**config.mk**
```make
export PLATFORM = sky130hd
export DESIGN_NAME = elink_tx_top
export DESIGN_NICKNAME = d
export VERILOG_FILES = /design/src/rtl/elink_pkg.sv /design/src/rtl/elink_word_decode.sv /design/src/rtl/enc8b10b_execute.sv /design/src/rtl/elink_serializer.sv /design/src/rtl/elink_tx_top.sv
export VERILOG_INCLUDE_DIRS = /design/src /design/src/rtl
export SDC_FILE = /design/constraint.sdc
export NUM_CORES = 1
export LEC_CHECK = 0
export BUFFER_PORTS_ARGS = -buffer_cell sky130_fd_sc_hd__buf_2
export CORE_MARGIN = 2
export CORE_UTILIZATION = 55
export CTS_CLUSTER_DIAMETER = 150
export DETAILED_ROUTE_END_ITERATION = 10
export GPL_TIMING_DRIVEN = 1
export PLACE_DENSITY = 0.72
export SYNTH_ARGS = -nofsm -noshare
export SYNTH_HDL_FRONTEND = slang
export SYNTH_SLANG_ARGS = --single-unit
```
**constraint.sdc**
```tcl
create_clock -name getDataTrig -period 4.1 [get_ports getDataTrig]
set_input_delay 0.41 -clock getDataTrig [delete_from_list [all_inputs] [get_ports getDataTrig]]
set_output_delay 0.41 -clock getDataTrig [all_outputs]
set_load 0.005 [all_outputs]
```
**src/rtl/elink_cfg.svh**
```systemverilog
`ifndef ELINK_CFG_SVH
`define ELINK_CFG_SVH

// clocks per 10b symbol
// 10 bits leave 2 per clock
`define ELINK_SYM_CYCLES 5

// cycles after data_req in which the source may answer
// covers offsets 0 to 2
`define ELINK_REQ_WINDOW 3

// serial bit order on the line
// 1 sends bit a first on edata[0]
// 0 sends bit j first instead
`define ELINK_LSB_FIRST 1

`endif

```
**src/rtl/elink_pkg.sv**
```systemverilog
`default_nettype none

package elink_pkg;

  // delimiter kinds carried in the top 2 bits of a word
  typedef enum logic [1:0] {
    DELIM_DATA = 2'b00, // plain data byte
    DELIM_EOP  = 2'b01, // end of packet as K28.6
    DELIM_SOP  = 2'b10, // start of packet as K28.1
    DELIM_IDLE = 2'b11  // idle comma K28.5
  } delim_e;

  // data view splits the byte HGF / EDCBA
  typedef struct packed {
    delim_e     delim;
    logic [2:0] y;      // HGF for 3b/4b
    logic [4:0] x;      // EDCBA for 5b/6b
  } word_data_t;

  // ctrl view ignores the byte
  typedef struct packed {
    delim_e     delim;
    logic [7:0] dont_care;
  } word_ctrl_t;

  typedef union packed {
    word_data_t data;
    word_ctrl_t ctrl;
  } elink_word_u;

  typedef struct packed {
    logic       is_k;   // control symbol
    delim_e     kind;
    logic [4:0] x;
    logic [2:0] y;
    logic       valid;  // one cycle strobe
  } dec_word_t;

  // a in bit 0, j in bit 9
  typedef struct packed {
    logic [3:0] code4;  // f..j, f lowest
    logic [5:0] code6;  // a..i, a lowest
  } sym_t;

endpackage

`default_nettype wire

```
**src/rtl/elink_word_decode.sv**
```systemverilog
`timescale 1ns/1ps
`default_nettype none

module elink_word_decode (
  input  logic                   getDataTrig,
  input  logic                   rst,
  input  logic                   word_valid,
  input  elink_pkg::elink_word_u word,
  input  logic                   req_open,
  output elink_pkg::dec_word_t   dec
);

  logic              take;     // word inside the request window
  logic              valid_q;
  logic              is_k_q;
  elink_pkg::delim_e kind_q;
  logic [4:0]        x_q;
  logic [2:0]        y_q;

  // late or early words are dropped here
  // the serializer flags them
  assign take = word_valid && req_open;

  always_ff @(posedge getDataTrig)
  begin
    if (rst)
    begin
      valid_q <= 1'b0;
    end
    else
    begin
      valid_q <= take; // strobe one cycle after word_valid
    end
  end

  // payload only moves on an accepted word
  always_ff @(posedge getDataTrig)
  begin
    if (take)
    begin
      kind_q <= word.ctrl.delim;
      is_k_q <= (word.ctrl.delim != elink_pkg::DELIM_DATA); // every non data kind
      x_q    <= word.data.x; // EDCBA
      y_q    <= word.data.y; // HGF
    end
  end

  assign dec = '{
    is_k:  is_k_q,
    kind:  kind_q,
    x:     x_q,
    y:     y_q,
    valid: valid_q
  };

endmodule

`default_nettype wire

```
**src/rtl/enc8b10b_execute.sv**
```systemverilog
`timescale 1ns/1ps
`default_nettype none

module enc8b10b_execute (
  input  logic                 getDataTrig,
  input  logic                 rst,
  input  elink_pkg::dec_word_t dec,
  input  logic                 sym_take,
  output elink_pkg::sym_t      sym,
  output logic                 sym_pending
);

  // K codes at negative disparity, written abcdei fghj with a as msb
  localparam logic [9:0] K28_1_NEG = 10'b001111_1001;
  localparam logic [9:0] K28_5_NEG = 10'b001111_1010;
  localparam logic [9:0] K28_6_NEG = 10'b001111_0110;

  logic            rd_pos;     // running disparity, 1 is positive
  logic            pend;
  elink_pkg::sym_t sym_q;      // encoded word waiting for the load
  logic [5:0]      six_n;
  logic [5:0]      six;
  logic            rd_mid;     // disparity between the two halves
  logic            use_a7;
  logic [3:0]      four_n;
  logic [3:0]      four;
  logic            data_rd;
  logic [9:0]      k_neg;
  logic [9:0]      enc_code;
  logic            enc_rd;
  elink_pkg::sym_t enc_sym;
  logic [9:0]      comma_code;
  elink_pkg::sym_t comma_sym;

  // 5b/6b at RD-, abcdei with a as msb
  function automatic logic [5:0] code6_neg(input logic [4:0] x);
    logic [5:0] c;
    case (x)
      5'd0:  c = 6'b100111;
      5'd1:  c = 6'b011101;
      5'd2:  c = 6'b101101;
      5'd3:  c = 6'b110001;
      5'd4:  c = 6'b110101;
      5'd5:  c = 6'b101001;
      5'd6:  c = 6'b011001;
      5'd7:  c = 6'b111000;
      5'd8:  c = 6'b111001;
      5'd9:  c = 6'b100101;
      5'd10: c = 6'b010101;
      5'd11: c = 6'b110100;
      5'd12: c = 6'b001101;
      5'd13: c = 6'b101100;
      5'd14: c = 6'b011100;
      5'd15: c = 6'b010111;
      5'd16: c = 6'b011011;
      5'd17: c = 6'b100011;
      5'd18: c = 6'b010011;
      5'd19: c = 6'b110010;
      5'd20: c = 6'b001011;
      5'd21: c = 6'b101010;
      5'd22: c = 6'b011010;
      5'd23: c = 6'b111010;
      5'd24: c = 6'b110011;
      5'd25: c = 6'b100110;
      5'd26: c = 6'b010110;
      5'd27: c = 6'b110110;
      5'd28: c = 6'b001110;
      5'd29: c = 6'b101110;
      5'd30: c = 6'b011110;
      5'd31: c = 6'b101011;
    endcase
    return c;
  endfunction

  // codes whose RD+ form is the complement, D.07 included
  function automatic logic alt6(input logic [4:0] x);
    return x inside {5'd0, 5'd1, 5'd2, 5'd4, 5'd7, 5'd8, 5'd15, 5'd16,
                     5'd23, 5'd24, 5'd27, 5'd29, 5'd30, 5'd31};
  endfunction

  // 3b/4b at RD-, fghj with f as msb
  function automatic logic [3:0] code4_neg(input logic [2:0] y);
    logic [3:0] c;
    case (y)
      3'd0: c = 4'b1011;
      3'd1: c = 4'b1001;
      3'd2: c = 4'b0101;
      3'd3: c = 4'b1100;
      3'd4: c = 4'b1101;
      3'd5: c = 4'b1010;
      3'd6: c = 4'b0110;
      3'd7: c = 4'b1110; // primary 7
    endcase
    return c;
  endfunction

  always_comb
  begin
    six_n  = code6_neg(dec.x);
    six    = (rd_pos && alt6(dec.x)) ? ~six_n : six_n;
    rd_mid = rd_pos ^ ($countones(six_n) != 3); // unbalanced 6b flips
    // A7 avoids a run of five across the i/f boundary
    use_a7 = (dec.y == 3'd7) &&
             ((!rd_mid && (dec.x inside {5'd17, 5'd18, 5'd20})) ||
              ( rd_mid && (dec.x inside {5'd11, 5'd13, 5'd14})));
    four_n  = use_a7 ? 4'b0111 : code4_neg(dec.y);
    four    = (rd_mid && (dec.y inside {3'd0, 3'd3, 3'd4, 3'd7})) ? ~four_n : four_n;
    data_rd = rd_mid ^ ($countones(four_n) != 2);
    case (dec.kind)
      elink_pkg::DELIM_SOP: k_neg = K28_1_NEG;
      elink_pkg::DELIM_EOP: k_neg = K28_6_NEG;
      default:              k_neg = K28_5_NEG; // idle
    endcase
    if (dec.is_k)
    begin
      enc_code = rd_pos ? ~k_neg : k_neg;
      enc_rd   = ~rd_pos; // all three K codes flip
    end
    else
    begin
      enc_code = {six, four};
      enc_rd   = data_rd;
    end
  end

  assign enc_sym    = {<<{enc_code}}; // a to bit 0
  assign comma_code = rd_pos ? ~K28_5_NEG : K28_5_NEG;
  assign comma_sym  = {<<{comma_code}};

  always_ff @(posedge getDataTrig)
  begin
    if (rst)
    begin
      rd_pos <= 1'b0; // start at RD-
      pend   <= 1'b0;
    end
    else if (dec.valid)
    begin
      pend   <= 1'b1;
      rd_pos <= enc_rd;
    end
    else if (sym_take)
    begin
      pend <= 1'b0;
      if (!pend)
        rd_pos <= ~rd_pos; // filler comma went out
    end
  end

  always_ff @(posedge getDataTrig)
  begin
    if (dec.valid)
      sym_q <= enc_sym;
  end

  assign sym         = pend ? sym_q : comma_sym;
  assign sym_pending = pend;

  // one word per period, so the slot is always free again by then
  a_no_overrun: assert property (@(posedge getDataTrig) disable iff (rst)
    dec.valid |-> !pend)
    else $error("decoded word arrived while a symbol was still pending");

endmodule

`default_nettype wire

```
**src/rtl/elink_serializer.sv**
```systemverilog
`timescale 1ns/1ps
`default_nettype none

`include "elink_cfg.svh"

module elink_serializer (
  input  logic            getDataTrig,
  input  logic            rst,
  input  elink_pkg::sym_t sym,
  input  logic            sym_pending,
  input  logic            word_valid,
  output logic            data_req,
  output logic            req_open,
  output logic            sym_take,
  output logic [1:0]      edata
);

  localparam int unsigned SYM_CYCLES = `ELINK_SYM_CYCLES;
  localparam int unsigned REQ_WINDOW = `ELINK_REQ_WINDOW;
  localparam bit          LSB_FIRST  = `ELINK_LSB_FIRST;
  localparam int unsigned PW         = $clog2(SYM_CYCLES);

  logic [PW-1:0] phase;
  logic          primed;    // first period done, requests may start
  logic [9:0]    sym_rev;
  logic [9:0]    sym_bits;  // symbol in line order, first beat lowest
  logic [7:0]    sreg;      // beats still to go
  logic          word_seen; // word taken this period

  assign sym_rev  = {<<{sym}};
  assign sym_bits = LSB_FIRST ? sym : sym_rev;

  assign sym_take = (phase == '0); // load point
  assign data_req = primed && (phase == PW'(1)); // first beat of the period
  // open from data_req for REQ_WINDOW cycles
  assign req_open = primed && (phase != '0) && (phase <= PW'(REQ_WINDOW));

  always_ff @(posedge getDataTrig)
  begin
    if (rst)
    begin
      phase     <= '0;
      primed    <= 1'b0;
      edata     <= 2'b00;
      word_seen <= 1'b0;
    end
    else
    begin
      if (phase == PW'(SYM_CYCLES - 1))
      begin
        phase  <= '0;
        primed <= 1'b1;
      end
      else
        phase <= phase + 1'b1;
      // first beat goes out right behind the load edge
      if (sym_take)
        edata <= sym_bits[1:0];
      else
        edata <= sreg[1:0];
      if (sym_take)
        word_seen <= 1'b0;
      else if (word_valid && req_open)
        word_seen <= 1'b1;
    end
  end

  always_ff @(posedge getDataTrig)
  begin
    if (sym_take)
      sreg <= sym_bits[9:2];
    else
      sreg <= {2'b00, sreg[7:2]}; // next beat down
  end

  // source answers inside the window and only once per period
  a_req_window: assert property (@(posedge getDataTrig) disable iff (rst)
    word_valid |-> (req_open && !word_seen))
    else $error("word_valid outside the request window or repeated");

  // decode plus encode must finish before the next load
  a_word_ready: assert property (@(posedge getDataTrig) disable iff (rst)
    (sym_take && word_seen) |-> sym_pending)
    else $error("accepted word not pending at the symbol load");

endmodule

`default_nettype wire

```
**src/rtl/elink_tx_top.sv**
```systemverilog
`timescale 1ns/1ps
`default_nettype none

module elink_tx_top (
  input  logic                   getDataTrig,
  input  logic                   rst,
  input  logic                   word_valid,
  input  elink_pkg::elink_word_u word,
  output logic                   data_req,
  output logic [1:0]             edata
);

  elink_pkg::dec_word_t dec;         // decode to execute
  elink_pkg::sym_t      sym;         // pending word or comma
  logic                 sym_pending;
  logic                 sym_take;    // load strobe back to execute
  logic                 req_open;    // window back to decode

  elink_word_decode u_decode (
    .getDataTrig (getDataTrig),
    .rst         (rst),
    .word_valid  (word_valid),
    .word        (word),
    .req_open    (req_open),
    .dec         (dec)
  );

  enc8b10b_execute u_execute (
    .getDataTrig (getDataTrig),
    .rst         (rst),
    .dec         (dec),
    .sym_take    (sym_take),
    .sym         (sym),
    .sym_pending (sym_pending)
  );

  elink_serializer u_serializer (
    .getDataTrig (getDataTrig),
    .rst         (rst),
    .sym         (sym),
    .sym_pending (sym_pending),
    .word_valid  (word_valid),
    .data_req    (data_req),
    .req_open    (req_open),
    .sym_take    (sym_take),
    .edata       (edata)
  );

endmodule

`default_nettype wire

```
# After elaboration in Yosys (flattened, before gate mapping)
# Memories as Yosys holds them, arrays and structs flattened. A register that Yosys moved wholly into a read port is not among the register bits.
# Cells that the tools add are included.
# W data, S select, Z words.
dict set report totals {
  n_memories 2
  romBits 224
  word_cells 102
  reg_bits 38
}
dict set report classes {
  n_bitwise 6
  n_eq_ne 29
  n_lt_le_gt_ge 1
  reduce_logical 23
  n_mux 18
  add_sub_neg 9
}
# name depth word_bits read_ports rd_ports_with_merged_regs write_ports line_no
set memory_table {}
lappend memory_table {{(no name shown)} 32 6 1 1 0 enc8b10b_execute.sv:38} ;# case (x)
lappend memory_table {{(no name shown)} 8 4 1 1 0 enc8b10b_execute.sv:84} ;# case (y)
# op count
set ops {}
lappend ops {{$add A32 B32 Y32} 3}
lappend ops {{$ne A32 B3 Y1 const B} 2}
lappend ops {{$eq A5 B5 Y1 const B} 10}
lappend ops {{$mux W10} 4}
lappend ops {{$eq A5 B4 Y1 const B} 5}
lappend ops {{$reduce_bool A14 Y1} 1}
lappend ops {{$mux W6} 2}
lappend ops {{$add A1 B1 Y2} 5}
lappend ops {{$eq A5 B3 Y1 const B} 2}
lappend ops {{$not A8 Y10} 1}
lappend ops {{$eq A3 B3 Y1 const B} 3}
lappend ops {{$logic_and A1 B1 Y1} 9}
lappend ops {{$reduce_bool A3 Y1} 3}
lappend ops {{$mux W4} 2}
lappend ops {{$pmux W4 S2} 1}
lappend ops {{$logic_not A3 Y1} 2}
lappend ops {{$mux W1} 6}
lappend ops {{$not A6 Y6} 1}
lappend ops {{$eq A5 B1 Y1 const B} 1}
lappend ops {{$eq A5 B2 Y1 const B} 1}
lappend ops {{$logic_not A5 Y1} 1}
lappend ops {{$mux W5} 1}
lappend ops {{$not A4 Y4} 1}
lappend ops {{$reduce_bool A2 Y1} 2}
lappend ops {{other kinds (16)} 17}

# Depth between registers and ports, before layout
# Gate-level depths: netlist (run 1).
dict set report depth {
  depth_word 16
  ltp_mapped 16
}

# Modules after synthesis
# A second synthesis (run 1) with hierarchy kept.
dict set report unflattened {
  cells_unflattened 245
  hier_area_um2 2536.2
}
# module area_each_um2 cells_per_inst n_inst
set modules_own_cells {}
lappend modules_own_cells {enc8b10b_execute 1605.3 182 1}
lappend modules_own_cells {elink_serializer 544.3 46 1}
lappend modules_own_cells {elink_word_decode 386.6 17 1}

# Least setup slack after synthesis (run 1)
# Ideal clock, no wire load.
dict set report synth_timing {
  path_type {register to register}
  startpoint {reg u_execute.six_n[4] (netlist name)}
  endpoint {reg u_execute.rd_pos}
  t_required_ns 3.986
  setup_slack_ns 0.099
  path_stages_with_launch 16
  synth_period_minus_slack_ns 4.001
  n_path_buf 0
  arrival_time_ns 3.886
  path_cell_list {dfxtp_1 > ha_1 > fa_1 > ha_1 > and4bb_2 > xnor2_1 > mux2i_1 > a211oi_1 > inv_1 > ha_1 > ha_1 > fa_1 > nand2_1 > xor2_1 > nor3b_1 > a2111oi_0}
}
dict set report synth_between {
  elab_chain_cells 15
}
# item line_no
set synth_rtl {}
lappend synth_rtl {{$add A1 B1 Y2 (not written as such) (*)} enc8b10b_execute.sv:101} ;# rd_mid = rd_pos ^ ($countones(six_n) != 3);
lappend synth_rtl {{$add A32 B32 Y32 (not written as such) (*)} enc8b10b_execute.sv:101}
lappend synth_rtl {{$ne A32 B3 Y1 (*)} enc8b10b_execute.sv:101}
lappend synth_rtl {{$xor A1 B1 Y1 (*)} enc8b10b_execute.sv:101}
lappend synth_rtl {{$logic_not A1 Y1} enc8b10b_execute.sv:104} ;# ((!rd_mid && (dec.x inside {5'd17, 5'd18, 5'd20})) ||
lappend synth_rtl {{$logic_and A1 B1 Y1} enc8b10b_execute.sv:104}
lappend synth_rtl {{$logic_or A1 B1 Y1} enc8b10b_execute.sv:104}
lappend synth_rtl {{$logic_and A1 B1 Y1} enc8b10b_execute.sv:103} ;# use_a7 = (dec.y == 3'd7) &&
lappend synth_rtl {{$mux W4} enc8b10b_execute.sv:106} ;# four_n = use_a7 ? 4'b0111 : code4_neg(dec.y);
lappend synth_rtl {{$add A1 B1 Y2 (not written as such)} enc8b10b_execute.sv:108} ;# data_rd = rd_mid ^ ($countones(four_n) != 2);
lappend synth_rtl {{$add A32 B32 Y32 (not written as such)} enc8b10b_execute.sv:108}
lappend synth_rtl {{$ne A32 B3 Y1} enc8b10b_execute.sv:108}
lappend synth_rtl {{$xor A1 B1 Y1 (*)} enc8b10b_execute.sv:108}
lappend synth_rtl {{$mux W1 (*)} enc8b10b_execute.sv:114} ;# if (dec.is_k)
lappend synth_rtl {{$mux W1 (*)} enc8b10b_execute.sv:137} ;# else if (dec.valid)
lappend synth_rtl {{to (signal assigned)} enc8b10b_execute.sv:140} ;# rd_pos <= enc_rd;
lappend synth_rtl {{to (signal assigned)} enc8b10b_execute.sv:146} ;# rd_pos <= ~rd_pos;
lappend synth_rtl {{to (decl)} enc8b10b_execute.sv:18} ;# logic rd_pos;
# Mark *: on every way between the ends. The rest lies on a longest branch, timed or not.
# A chain may end at the register's enable or synchronous reset.

# Worst setup path in the final report (run 1)
dict set report layout_timing {
  startpoint {reg u_execute.six_n[3] (netlist name)}
  endpoint {reg u_execute.rd_pos}
}
dict set report layout_between {
  elab_chain_cells 16
}
# item line_no
set layout_rtl {}
lappend layout_rtl {{$add A1 B1 Y2 (not written as such) (*)} enc8b10b_execute.sv:101}
lappend layout_rtl {{$add A32 B32 Y32 (not written as such) (*) (2 in series)} enc8b10b_execute.sv:101}
lappend layout_rtl {{$ne A32 B3 Y1 (*)} enc8b10b_execute.sv:101}
lappend layout_rtl {{$xor A1 B1 Y1 (*)} enc8b10b_execute.sv:101}
lappend layout_rtl {{$logic_not A1 Y1} enc8b10b_execute.sv:104}
lappend layout_rtl {{$logic_and A1 B1 Y1} enc8b10b_execute.sv:104}
lappend layout_rtl {{$logic_or A1 B1 Y1} enc8b10b_execute.sv:104}
lappend layout_rtl {{$logic_and A1 B1 Y1} enc8b10b_execute.sv:103}
lappend layout_rtl {{$mux W4} enc8b10b_execute.sv:106}
lappend layout_rtl {{$add A1 B1 Y2 (not written as such)} enc8b10b_execute.sv:108}
lappend layout_rtl {{$add A32 B32 Y32 (not written as such)} enc8b10b_execute.sv:108}
lappend layout_rtl {{$ne A32 B3 Y1} enc8b10b_execute.sv:108}
lappend layout_rtl {{$xor A1 B1 Y1 (*)} enc8b10b_execute.sv:108}
lappend layout_rtl {{$mux W1 (*)} enc8b10b_execute.sv:114}
lappend layout_rtl {{$mux W1 (*)} enc8b10b_execute.sv:137}
# Marks and branches as above.

==> out/results.ini, run 1 <==
[outcome]
outcome = finished clean

[clock_tree]
clock-sinks = 48
root_buffer = clkbuf_8
cts_tree = done
clock_path_buffers = 2
cts_hold_buf = 0
htreeDepth = 2
clk_pin_slew_worst_paths_ns = 0.09
clk_latency_ns = 0.30
numCtsBuffers = 5

[layout]
seq_area_um2 = 1180
fin_area_um2 = 3160
nets = 325
antenna_cells = 0
n_fill_cell = 363
multi_input_area_um2 = 1610
drive_gt1_frac = 0.222
synthToLayoutAreaGrowth_pct = 16.5

[worst_setup_path]
startpoint_type = register
worstPathArrival_ns = 4.25
cp.required_ns = 4.30
slowest_delay_ns = 0.53
crit_type = reg -> reg
crit_fanout = 4
cp_common_cell = ha_4
crit_path_cell_trace = ha_4 > fa_1 > ha_1 > and4bb_4 > mux2i_4 > a31oi_4 > a211oi_2 > inv_1 > ha_4 > ha_4 > fa_2 > nand2_2 > xor2_1 > nor3b_2 > a2111oi_2
end_kind = register
worst_path_max_delay_cell = fa_2

[timing]
slew_headroom = 0.605
final.setup_skew_ns = 0.00883
fin_crit_ns = 4.05
fmax_mhz = 247
tightest_slew_ns = 0.593
rsz0062_at_grt = true
finalSetupViolCount = 0
worst_slack_ns = 0.0526
maxSlewViolCount = 0
hold_violations = 0
min_period_over_period = 0.987
holdWs_ns = 0.292

[routing]
drt_iter0_markers = 54
remaining_drc_errors = 0
ant_nets = 0
viasPerCell = 5.36
via_count = 1928
first_pass_iters = 4
wl_per_cell_um = 13.0
totalWireLength_um = 4680

[synthesis]
synth_simple_gate_area_share = 0.168
synth_fa_ha_area_frac = 0.112
synth.distinct_cells = 54
synth_seq_cells = 48
synth_compound_area_frac = 0.151
syn-num-nets = 308
synth_edf_count = 21
synth.avg_cell_area_um2 = 9.86
async_flop_share = 0
netlist_area_um2 = 2710
synthCells = 275
synthMuxAreaShare = 0.0480
yosys_warnings = 0
synthXorXnorAreaFrac = 0.0549
ys.flop_type = dfxtp_1
yosysSeqAreaShare = 0.432
synth_top_family_by_area = simple AND/OR/NAND/NOR gates

[global_route]
gr-total-overflow = 0
use_met2 = 0.295
grt_pass1_vias = 1710
antenna_found_initial = 0
busiest_layer = met2
grt_max_degree = 22
gr-usage-met1 = 0.231
grt_pass1_wl_um = 7490
use_met3 = 0.0447
grt_use_total = 0.179

[floorplan]
num_rows = 25
coreArea_um2 = 4720
initial_core_util = 0.574
dieArea_um2 = 5510
die_x_um = 74.2
io_pins = 16
fp.dieH_um = 74.2

[pwr]
netSwitchingPower_mw = 0.288
power_frac_comb = 0.194
clkPwrFrac = 0.293
p_int_mw = 0.796
leakage_nw = 1.19
sw_frac_of_total = 0.266
p_total_mw = 1.08
power_density_nw_per_um2 = 343
p_seq_frac = 0.513
ir_worst_vdd_mv = 0.241

[placement]
gp_congestion = 0.799
io_buffers = 15
placedInstanceArea_um2 = 2870
detailed_place_hpwl_um = 3310
post-place-ws_ns = -0.0704

[flow_run]
drv_cap = 0

[hold_path]
hold_class = in -> reg

Yosys cell counts (3+ instances only):
cell type	number	area share
nor2_1	29	0.040
clkbuf_1	11	0.015
nor3_1	6	0.011
ha_1	17	0.078
o21ai_1	5	0.0092
nand2_1	21	0.029
dfxtp_1	27	0.20
nand3_1	6	0.011
fa_1	3	0.022
o21ai_0	9	0.017
nor2b_1	4	0.0092
inv_1	9	0.012
mux2i_1	6	0.022
maj3_1	3	0.011
a21oi_1	23	0.042
and3_1	4	0.0092
xnor2_1	15	0.048
mux2_2	3	0.012
a31oi_1	5	0.012
nand2b_1	5	0.012
edfxtp_1	21	0.23
power groups by stage:
| stage | clock, mW | combinational, mW | sequential [mW] |
|---|---|---|---|
| global placement | 0 | 0.179 | 0.566 |
| floorplan | 0 | 0.137 | 0.563 |
| detailed placement | 0 | 0.182 | 0.568 |
| global route | 0.349 | 0.238 | 0.560 |
| CTS | 0.326 | 0.189 | 0.557 |
| finish | 0.317 | 0.211 | 0.556 |
through the flow:
| step | TNS (ns) | instances | utilization |
|---|---|---|---|
| after detailed placement | -0.0704 | 351 | 0.607 |
| after CTS | 0 | 359 | 0.637 |
| final | 0 | 360 | 0.669 |
| after global placement | 0 | 351 | 0.607 |
| after global routing | -0.171 | 360 | 0.669 |
| after floorplan | 0 | 275 | - |
critical path, delay by kind of cell (launching register included):
kind            cells  cell delay, ns
xor+xnor            1            0.19
flops               1            0.37
compound gates      3            0.70
fa+ha+maj           6            1.85
buf+inv             1            0.11
mux                 1            0.29
simple gates        3            0.44
routing by layer:
metal / share of wire / vias to the layer above / wire length, µm
li1: - / 1018 / -
met1: 0.46 / 877 / 2140
met5: 0 / - / 0
met2: 0.49 / 24 / 2300
met3: 0.033 / 9 / 153
met4: 0.018 / 0 / 85
flip-flops by register name, indices dropped and copies added, names as in the netlist, named ones only:
register and cells:
u_decode.x_q 5, u_serializer.edata 2, u_decode.valid_q 1, u_decode.y_q 3, u_execute.sym_q 10, u_execute.rd_pos 1
u_serializer.primed 1, u_serializer.phase 3, u_decode.is_k_q 1, u_serializer.sreg 8, u_execute.sym_pending 1, u_decode.kind_q 2
u_execute.six_n 6
worst paths after layout:
path / endpoint / slack, ns / cells past startpoint / from
setup / recovery: u_execute.rd_pos$_SDFFE_PP0P_ / 0.05 / 15 / u_execute.six_n[3]$_DFF_P_
hold / removal: u_decode.x_q[0]$_DFFE_PP_ / 0.29 / 1 / word[0]
setup reg to reg: u_execute.rd_pos$_SDFFE_PP0P_ / 0.05 / 15 / u_execute.six_n[3]$_DFF_P_
hold reg to reg: u_serializer.sreg[3]$_DFF_P_ / 0.42 / 2 / u_serializer.sreg[5]$_DFF_P_
kinds of logic (layout without fill, tap and decap cells):
logic type	after synthesis	after routing
and+or+nand+nor	90	90
adders and majority gates	23	23
buffers and inverters	24	42
DFF	48	48
AOI/OAI and AO/OA	62	62
xor gates and xnor gates	17	17
muxes	11	11
timing repair:
action	in CTS	in global routing
setup endpoints to repair	1	1
pin swaps	1	17
gates resized for setup	6	24
setup buffers	0	1
cells in the final DEF, fill, tap and decap left out, types with 3 or more instances in the layout:
master	instances
dfxtp_2	4
o21ai_0	9
dfxtp_1	22
nor3_1	6
nand3_1	6
buf_2	15
ha_1	12
o21ai_1	4
and3_1	4
mux2i_1	4
ha_4	5
maj3_1	3
buf_4	8
mux2_2	3
nand2b_1	5
nor2_1	29
a31oi_1	4
mux2i_4	3
edfxtp_1	21
xnor2_1	14
nor2b_1	4
clkbuf_8	5
a21oi_1	23
nand2_1	20
inv_1	9
layout make-up:
type,instances,area share
flip-flops and latches,48,0.374
multi-input cells,203,0.509
well taps,67,0.0265
clock inverters,2,0.00515
repair buffers,23,0.0428
inverters,11,0.0131
clock buffers,6,0.0297
Power figures use the tool's default switching activity.
==> run 2: changes to the inputs <==
Settings changed: CORE_UTILIZATION 55 to 57, CTS_BUF_LIST set to sky130_fd_sc_hd__clkbuf_4 sky130_fd_sc_hd__clkbuf_8, PLACE_DENSITY 0.72 to 0.74.
==> run 2 against run 1 <==
Against the previous run: the run now ends with negative setup slack left; clock skew about the same; first-iteration DRC count up 120%; worst setup slack worse by 0.17 ns; fmax down 4.0%; final cell count down 1.9%; global-route usage up 0.49 points; clock power up 6%; sequential cell count unchanged; wire length up 7.4%; critical endpoint unchanged; largest power group unchanged; highest routed layer unchanged.
==> out/results.ini, run 2 (same netlist as run 1, synthesis figures left out) <==
[outcome]
outcome = finished with violations
violations = negative setup slack

[layout]
synthToLayoutAreaGrowth_pct = 17.6
final_cell_mix = nor2_1, a21oi_1, dfxtp_1, edfxtp_1, nand2_1
n_fill_cell = 363
stdcell_count = 353
drive_gt1_frac = 0.244
nets = 331
final_util = 0.684
antenna_cells = 0
final_common_cell = nor2_1
largest_reg_flops = 10
largest-register = u_execute.sym_q

[routing]
totalWireLength_um = 5020
ant_nets = 0
drt_iter0_markers = 118
wl_per_cell_um = 14.2
remaining_drc_errors = 0
first_pass_iters = 4
viasPerCell = 5.70
via_count = 2011

[timing]
hold_violations = 0
slew_headroom = 0.592
final.setup_skew_ns = 0.00840
worst_slack_ns = -0.116
tightest_slew_ns = 0.612
holdWs_ns = 0.301
fin_crit_ns = 4.22
fmax_mhz = 237
finalSetupViolCount = 1
maxSlewViolCount = 0
rsz0062_at_grt = true
min_period_over_period = 1.03

[clock_tree]
numCtsBuffers = 5
clk_latency_ns = 0.30
root_buffer = clkbuf_8
clock_path_buffers = 2
clock-sinks = 48
htreeDepth = 2
clk_pin_slew_worst_paths_ns = 0.09
cts_tree = done

[worst_setup_path]
reg2reg_slack_ns = -0.12
worstPathArrival_ns = 4.40
worst_path_max_delay_cell = fa_2
reg2reg_from = u_execute.six_n[4]$_DFF_P_
crit_type = reg -> reg
worstReg2RegEnd = u_execute.rd_pos$_SDFFE_PP0P_
crit_fanout = 4
end_kind = register
reg2reg_depth = 16
crit_path_cell_trace = ha_2 > fa_2 > ha_1 > and4bb_4 > buf_12 > xnor2_4 > mux2i_4 > o21ai_2 > nand2b_1 > ha_4 > ha_2 > fa_2 > nand2_2 > xor2_1 > nor3b_2 > a2111oi_2
cp.required_ns = 4.29
startpoint_type = register
slowest_delay_ns = 0.52

[floorplan]
die_x_um = 73.0
dieArea_um2 = 5320
coreArea_um2 = 4660
initial_core_util = 0.582
fp.dieH_um = 73.0
io_pins = 16
num_rows = 25

[placement]
gp_congestion = 0.917
io_buffers = 15
detailed_place_hpwl_um = 3260
dp_cells = 337

[global_route]
gr-total-overflow = 0
grt_use_total = 0.184
grt_pass1_vias = 1694
grt_pass1_wl_um = 7650
antenna_found_initial = 0
grt_max_degree = 22

[hold_path]
min_path_cells = 1
hold_class = in -> reg
min_from = word[1]
holdPathEnd = u_decode.x_q[1]$_DFFE_PP_

[pwr]
power_density_nw_per_um2 = 349
leakage_nw = 1.22
ir_worst_vdd_mv = 0.244

[flow_run]
drv_cap = 0

## run 2: worst max path at each step
stage,startpoint,to,slack (ns),cells past startpoint
final,u_execute.six_n[4]$_DFF_P_,u_execute.rd_pos$_SDFFE_PP0P_,-0.12,16
after global routing,u_execute.six_n[5]$_DFF_P_,u_execute.rd_pos$_SDFFE_PP0P_,-0.30,16
after CTS,u_execute.six_n[4]$_DFF_P_,u_execute.rd_pos$_SDFFE_PP0P_,0.003,15
after detailed placement,u_execute.six_n[4]$_DFF_P_,u_execute.rd_pos$_SDFFE_PP0P_,-0.16,15
after global placement,u_execute.six_n[4]$_DFF_P_,u_execute.rd_pos$_SDFFE_PP0P_,0.12,15
after floorplan,u_execute.six_n[4]$_DFF_P_,u_execute.rd_pos$_SDFFE_PP0P_,0.1,15
## run 2: report_power, final
part | internal [mW] | switching (mW)
combinational | 0.104 | 0.110
clock | 0.180 | 0.156
sequential | 0.540 | 0.0219
total | 0.824 | 0.287
## run 2: what timing repair did
| action | CTS | global route |
|---|---|---|
| pin swaps | 2 | 13 |
| resized for setup | 7 | 28 |
| endpoints found under the setup margin | 1 | 1 |
| setup buffers | 2 | 7 |
| hold buffers | 0 | 0 |
## run 2: area by class of cell
type                            instances  area (µm²)  area share
Tap cell                               54        67.6      0.0212
Clock inverter                          3        42.5      0.0133
Timing Repair Buffer                   29         200      0.0628
Multi-Input combinational cell        203        1590       0.498
Inverter                               11        41.3      0.0129
Clock buffer                            5        68.8      0.0216
Sequential cell                        48        1180       0.370
## run 2: per-stage QoR
stage                     total power [mW]  TNS (ns)  cell area, µm²  worst slack (ns)
after floorplan                      0.699         0            2710            0.0992
after global placement               0.744         0            2850             0.118
after detailed placement             0.749    -0.161            2850            -0.161
after CTS                             1.09         0            3000           0.00318
after global routing                  1.17    -0.301            3190            -0.301
final                                 1.11    -0.116            3190            -0.116
## run 2: worst max-delay path: cells and delay by family, from the launching register on
| kind | cells | cell delay, ns |
|---|---|---|
| fa+ha+maj | 6 | 1.88 |
| compound gates | 2 | 0.45 |
| flops | 1 | 0.35 |
| xor+xnor | 2 | 0.34 |
| mux | 1 | 0.41 |
| buf+inv | 1 | 0.13 |
| simple gates | 4 | 0.52 |
## run 2: layer usage
layer  global-route usage  part of all wire  vias up
li1                     -                 -     1027
met1                0.246              0.45      937
met2                0.303              0.51       43
met3               0.0373             0.028        4
met4               0.0535            0.0092        0
met5                    0                 0        -
==> run 3: changes to the inputs <==
Settings changed: ABC_CLOCK_PERIOD_IN_PS set to 4100, BUFFER_PORTS_ARGS -buffer_cell sky130_fd_sc_hd__buf_2 to -buffer_cell sky130_fd_sc_hd__clkbuf_2.
==> run 3 against run 2 <==
Against the previous run: wire length decreased by 7.3%; largest cell class unchanged; clock power down 18%; the run now ends clean; sequential power is essentially flat; combinational power down 8%; sequential cell count did not move; core utilization decreased by 2.6 points; critical path type unchanged; die area unchanged; highest routed layer unchanged; clock skew about the same; fmax is 5.8% higher; design area down 3.8%; total power down 7.0%.
==> out/results.ini, run 3 (same netlist as run 1, synthesis figures left out) <==
[clock_tree]
root_buffer = clkbuf_8
numCtsBuffers = 5
htreeDepth = 2
clock_path_buffers = 2
clk_pin_slew_worst_paths_ns = 0.08
cts_hold_buf = 0
clock-sinks = 48
clk_latency_ns = 0.31
cts_tree = done

[global_route]
antenna_found_initial = 0
gr-total-overflow = 0
grt_pass1_vias = 1770
grt_pass1_wl_um = 7600
grt_max_degree = 22
grt_use_total = 0.184

[pwr]
leakage_nw = 1.18
power_frac_comb = 0.190
netSwitchingPower_mw = 0.281
p_seq_frac = 0.544
power_density_nw_per_um2 = 337
p_int_mw = 0.753
sw_frac_of_total = 0.272
ir_worst_vdd_mv = 0.207
p_total_mw = 1.03
clkPwrFrac = 0.266

[floorplan]
coreArea_um2 = 4660
die_x_um = 73.0
dieArea_um2 = 5320
fp.dieH_um = 73.0
initial_core_util = 0.582
io_pins = 16
num_rows = 25

[outcome]
outcome = finished clean

[timing]
worst_slack_ns = 0.114
tightest_slew_ns = 0.565
fin_crit_ns = 3.99
finalSetupViolCount = 0
hold_violations = 0
rsz0062_at_grt = true
min_period_over_period = 0.972
slew_headroom = 0.623
fmax_mhz = 251
maxSlewViolCount = 0
final.setup_skew_ns = 0.00827

[worst_setup_path]
reg2reg_slack_ns = 0.11
cp.required_ns = 4.29
startpoint_type = register
worst_path_max_delay_cell = fa_2
cp_common_cell = ha_1
end_kind = register
crit_path_cell_trace = ha_4 > fa_1 > ha_1 > and4bb_4 > mux2i_4 > a31oi_4 > a211oi_2 > ha_1 > ha_2 > fa_2 > nand2_1 > xor2_1 > nor3b_1 > a2111oi_0
crit_fanout = 4
reg2reg_depth = 14
slowest_delay_ns = 0.52
worstPathArrival_ns = 4.17
crit_type = reg -> reg

[placement]
post-place-ws_ns = -0.104
detailed_place_hpwl_um = 3350
placedInstanceArea_um2 = 2850
io_buffers = 15
gp_congestion = 0.912
dp_cells = 338

[routing]
drt_iter0_markers = 95
totalWireLength_um = 4650
remaining_drc_errors = 0
ant_nets = 0
wl_per_cell_um = 13.4
first_pass_iters = 4
via_count = 1948
viasPerCell = 5.60

[layout]
final_cell_mix = nor2_1, a21oi_1, dfxtp_1
n_fill_cell = 385
final_util = 0.658
largest-register = u_execute.sym_q
antenna_cells = 0
stdcell_count = 348
drive_gt1_frac = 0.207
final_common_cell = nor2_1
largest_reg_flops = 10
fin_area_um2 = 3070
synthToLayoutAreaGrowth_pct = 13.2
nets = 326

[hold_path]
hold_class = in -> reg
min_path_cells = 1

[flow_run]
drv_cap = 0

[run 3: changes by cell type in the layout (fill, tap and decap cells not counted), sizes merged]
cell / delta
clkinvlp: -1
clkbuf: +15
buf: -20
clkinv: +2
bufinv: -1
[run 3: layout make-up]
type	instances	area, µm²	area share
Multi-Input combinational cell	203	1550	0.506
Sequential cell	48	1180	0.384
Timing Repair Buffer	24	143	0.0465
Clock buffer	5	68.8	0.0224
Tap cell	54	67.6	0.0220
Inverter	11	41.3	0.0135
Clock inverter	3	18.8	0.00612
[run 3: layer usage]
layer  vias to the layer above  global-route usage  wire length (µm)
li1                       1019                   -                 -
met1                       897               0.218              2100
met2                        25               0.326              2340
met3                         7              0.0456               126
met4                         0              0.0617                78
met5                         -                   0                 0
[run 3: final timing paths]
check / from / to
max: u_execute.six_n[5]$_DFF_P_ / u_execute.rd_pos$_SDFFE_PP0P_
min: word[1] / u_decode.x_q[1]$_DFFE_PP_
max reg2reg: u_execute.six_n[5]$_DFF_P_ / u_execute.rd_pos$_SDFFE_PP0P_
min reg2reg: u_serializer.sreg[5]$_DFF_P_ / u_serializer.sreg[3]$_DFF_P_
[run 3: worst max-delay path: cells and delay by family, from the launching register on]
kind | cells | cell delay (ns)
mux | 1 | 0.28
fa+ha+maj | 6 | 1.93
xor+xnor | 1 | 0.14
compound gates | 3 | 0.75
simple gates | 3 | 0.43
flops | 1 | 0.35
[run 3: timing repair]
action                                 CTS  global route
setup endpoints to repair                1             1
pin swaps                                1             9
endpoints found under the hold margin    0             0
setup buffers                            0             2
resized for setup                        4            17
[run 3: metrics by stage]
step | hold WS [ns] | setup TNS, ns
2_1_floorplan | 0.401 | 0
3_3_place_gp | 0.411 | 0
3_5_place_dp | 0.417 | -0.104
4_1_cts | 0.283 | 0
5_1_grt | 0.280 | -0.141
6_report | 0.288 | 0
[run 3: power groups by stage]
stage | Combinational [mW] | Clock [mW] | Sequential (mW)
6_report | 0.196 | 0.276 | 0.562
5_1_grt | 0.224 | 0.304 | 0.566
4_1_cts | 0.184 | 0.282 | 0.560
3_5_place_dp | 0.179 | 0 | 0.571
3_3_place_gp | 0.175 | 0 | 0.570
2_1_floorplan | 0.137 | 0 | 0.563
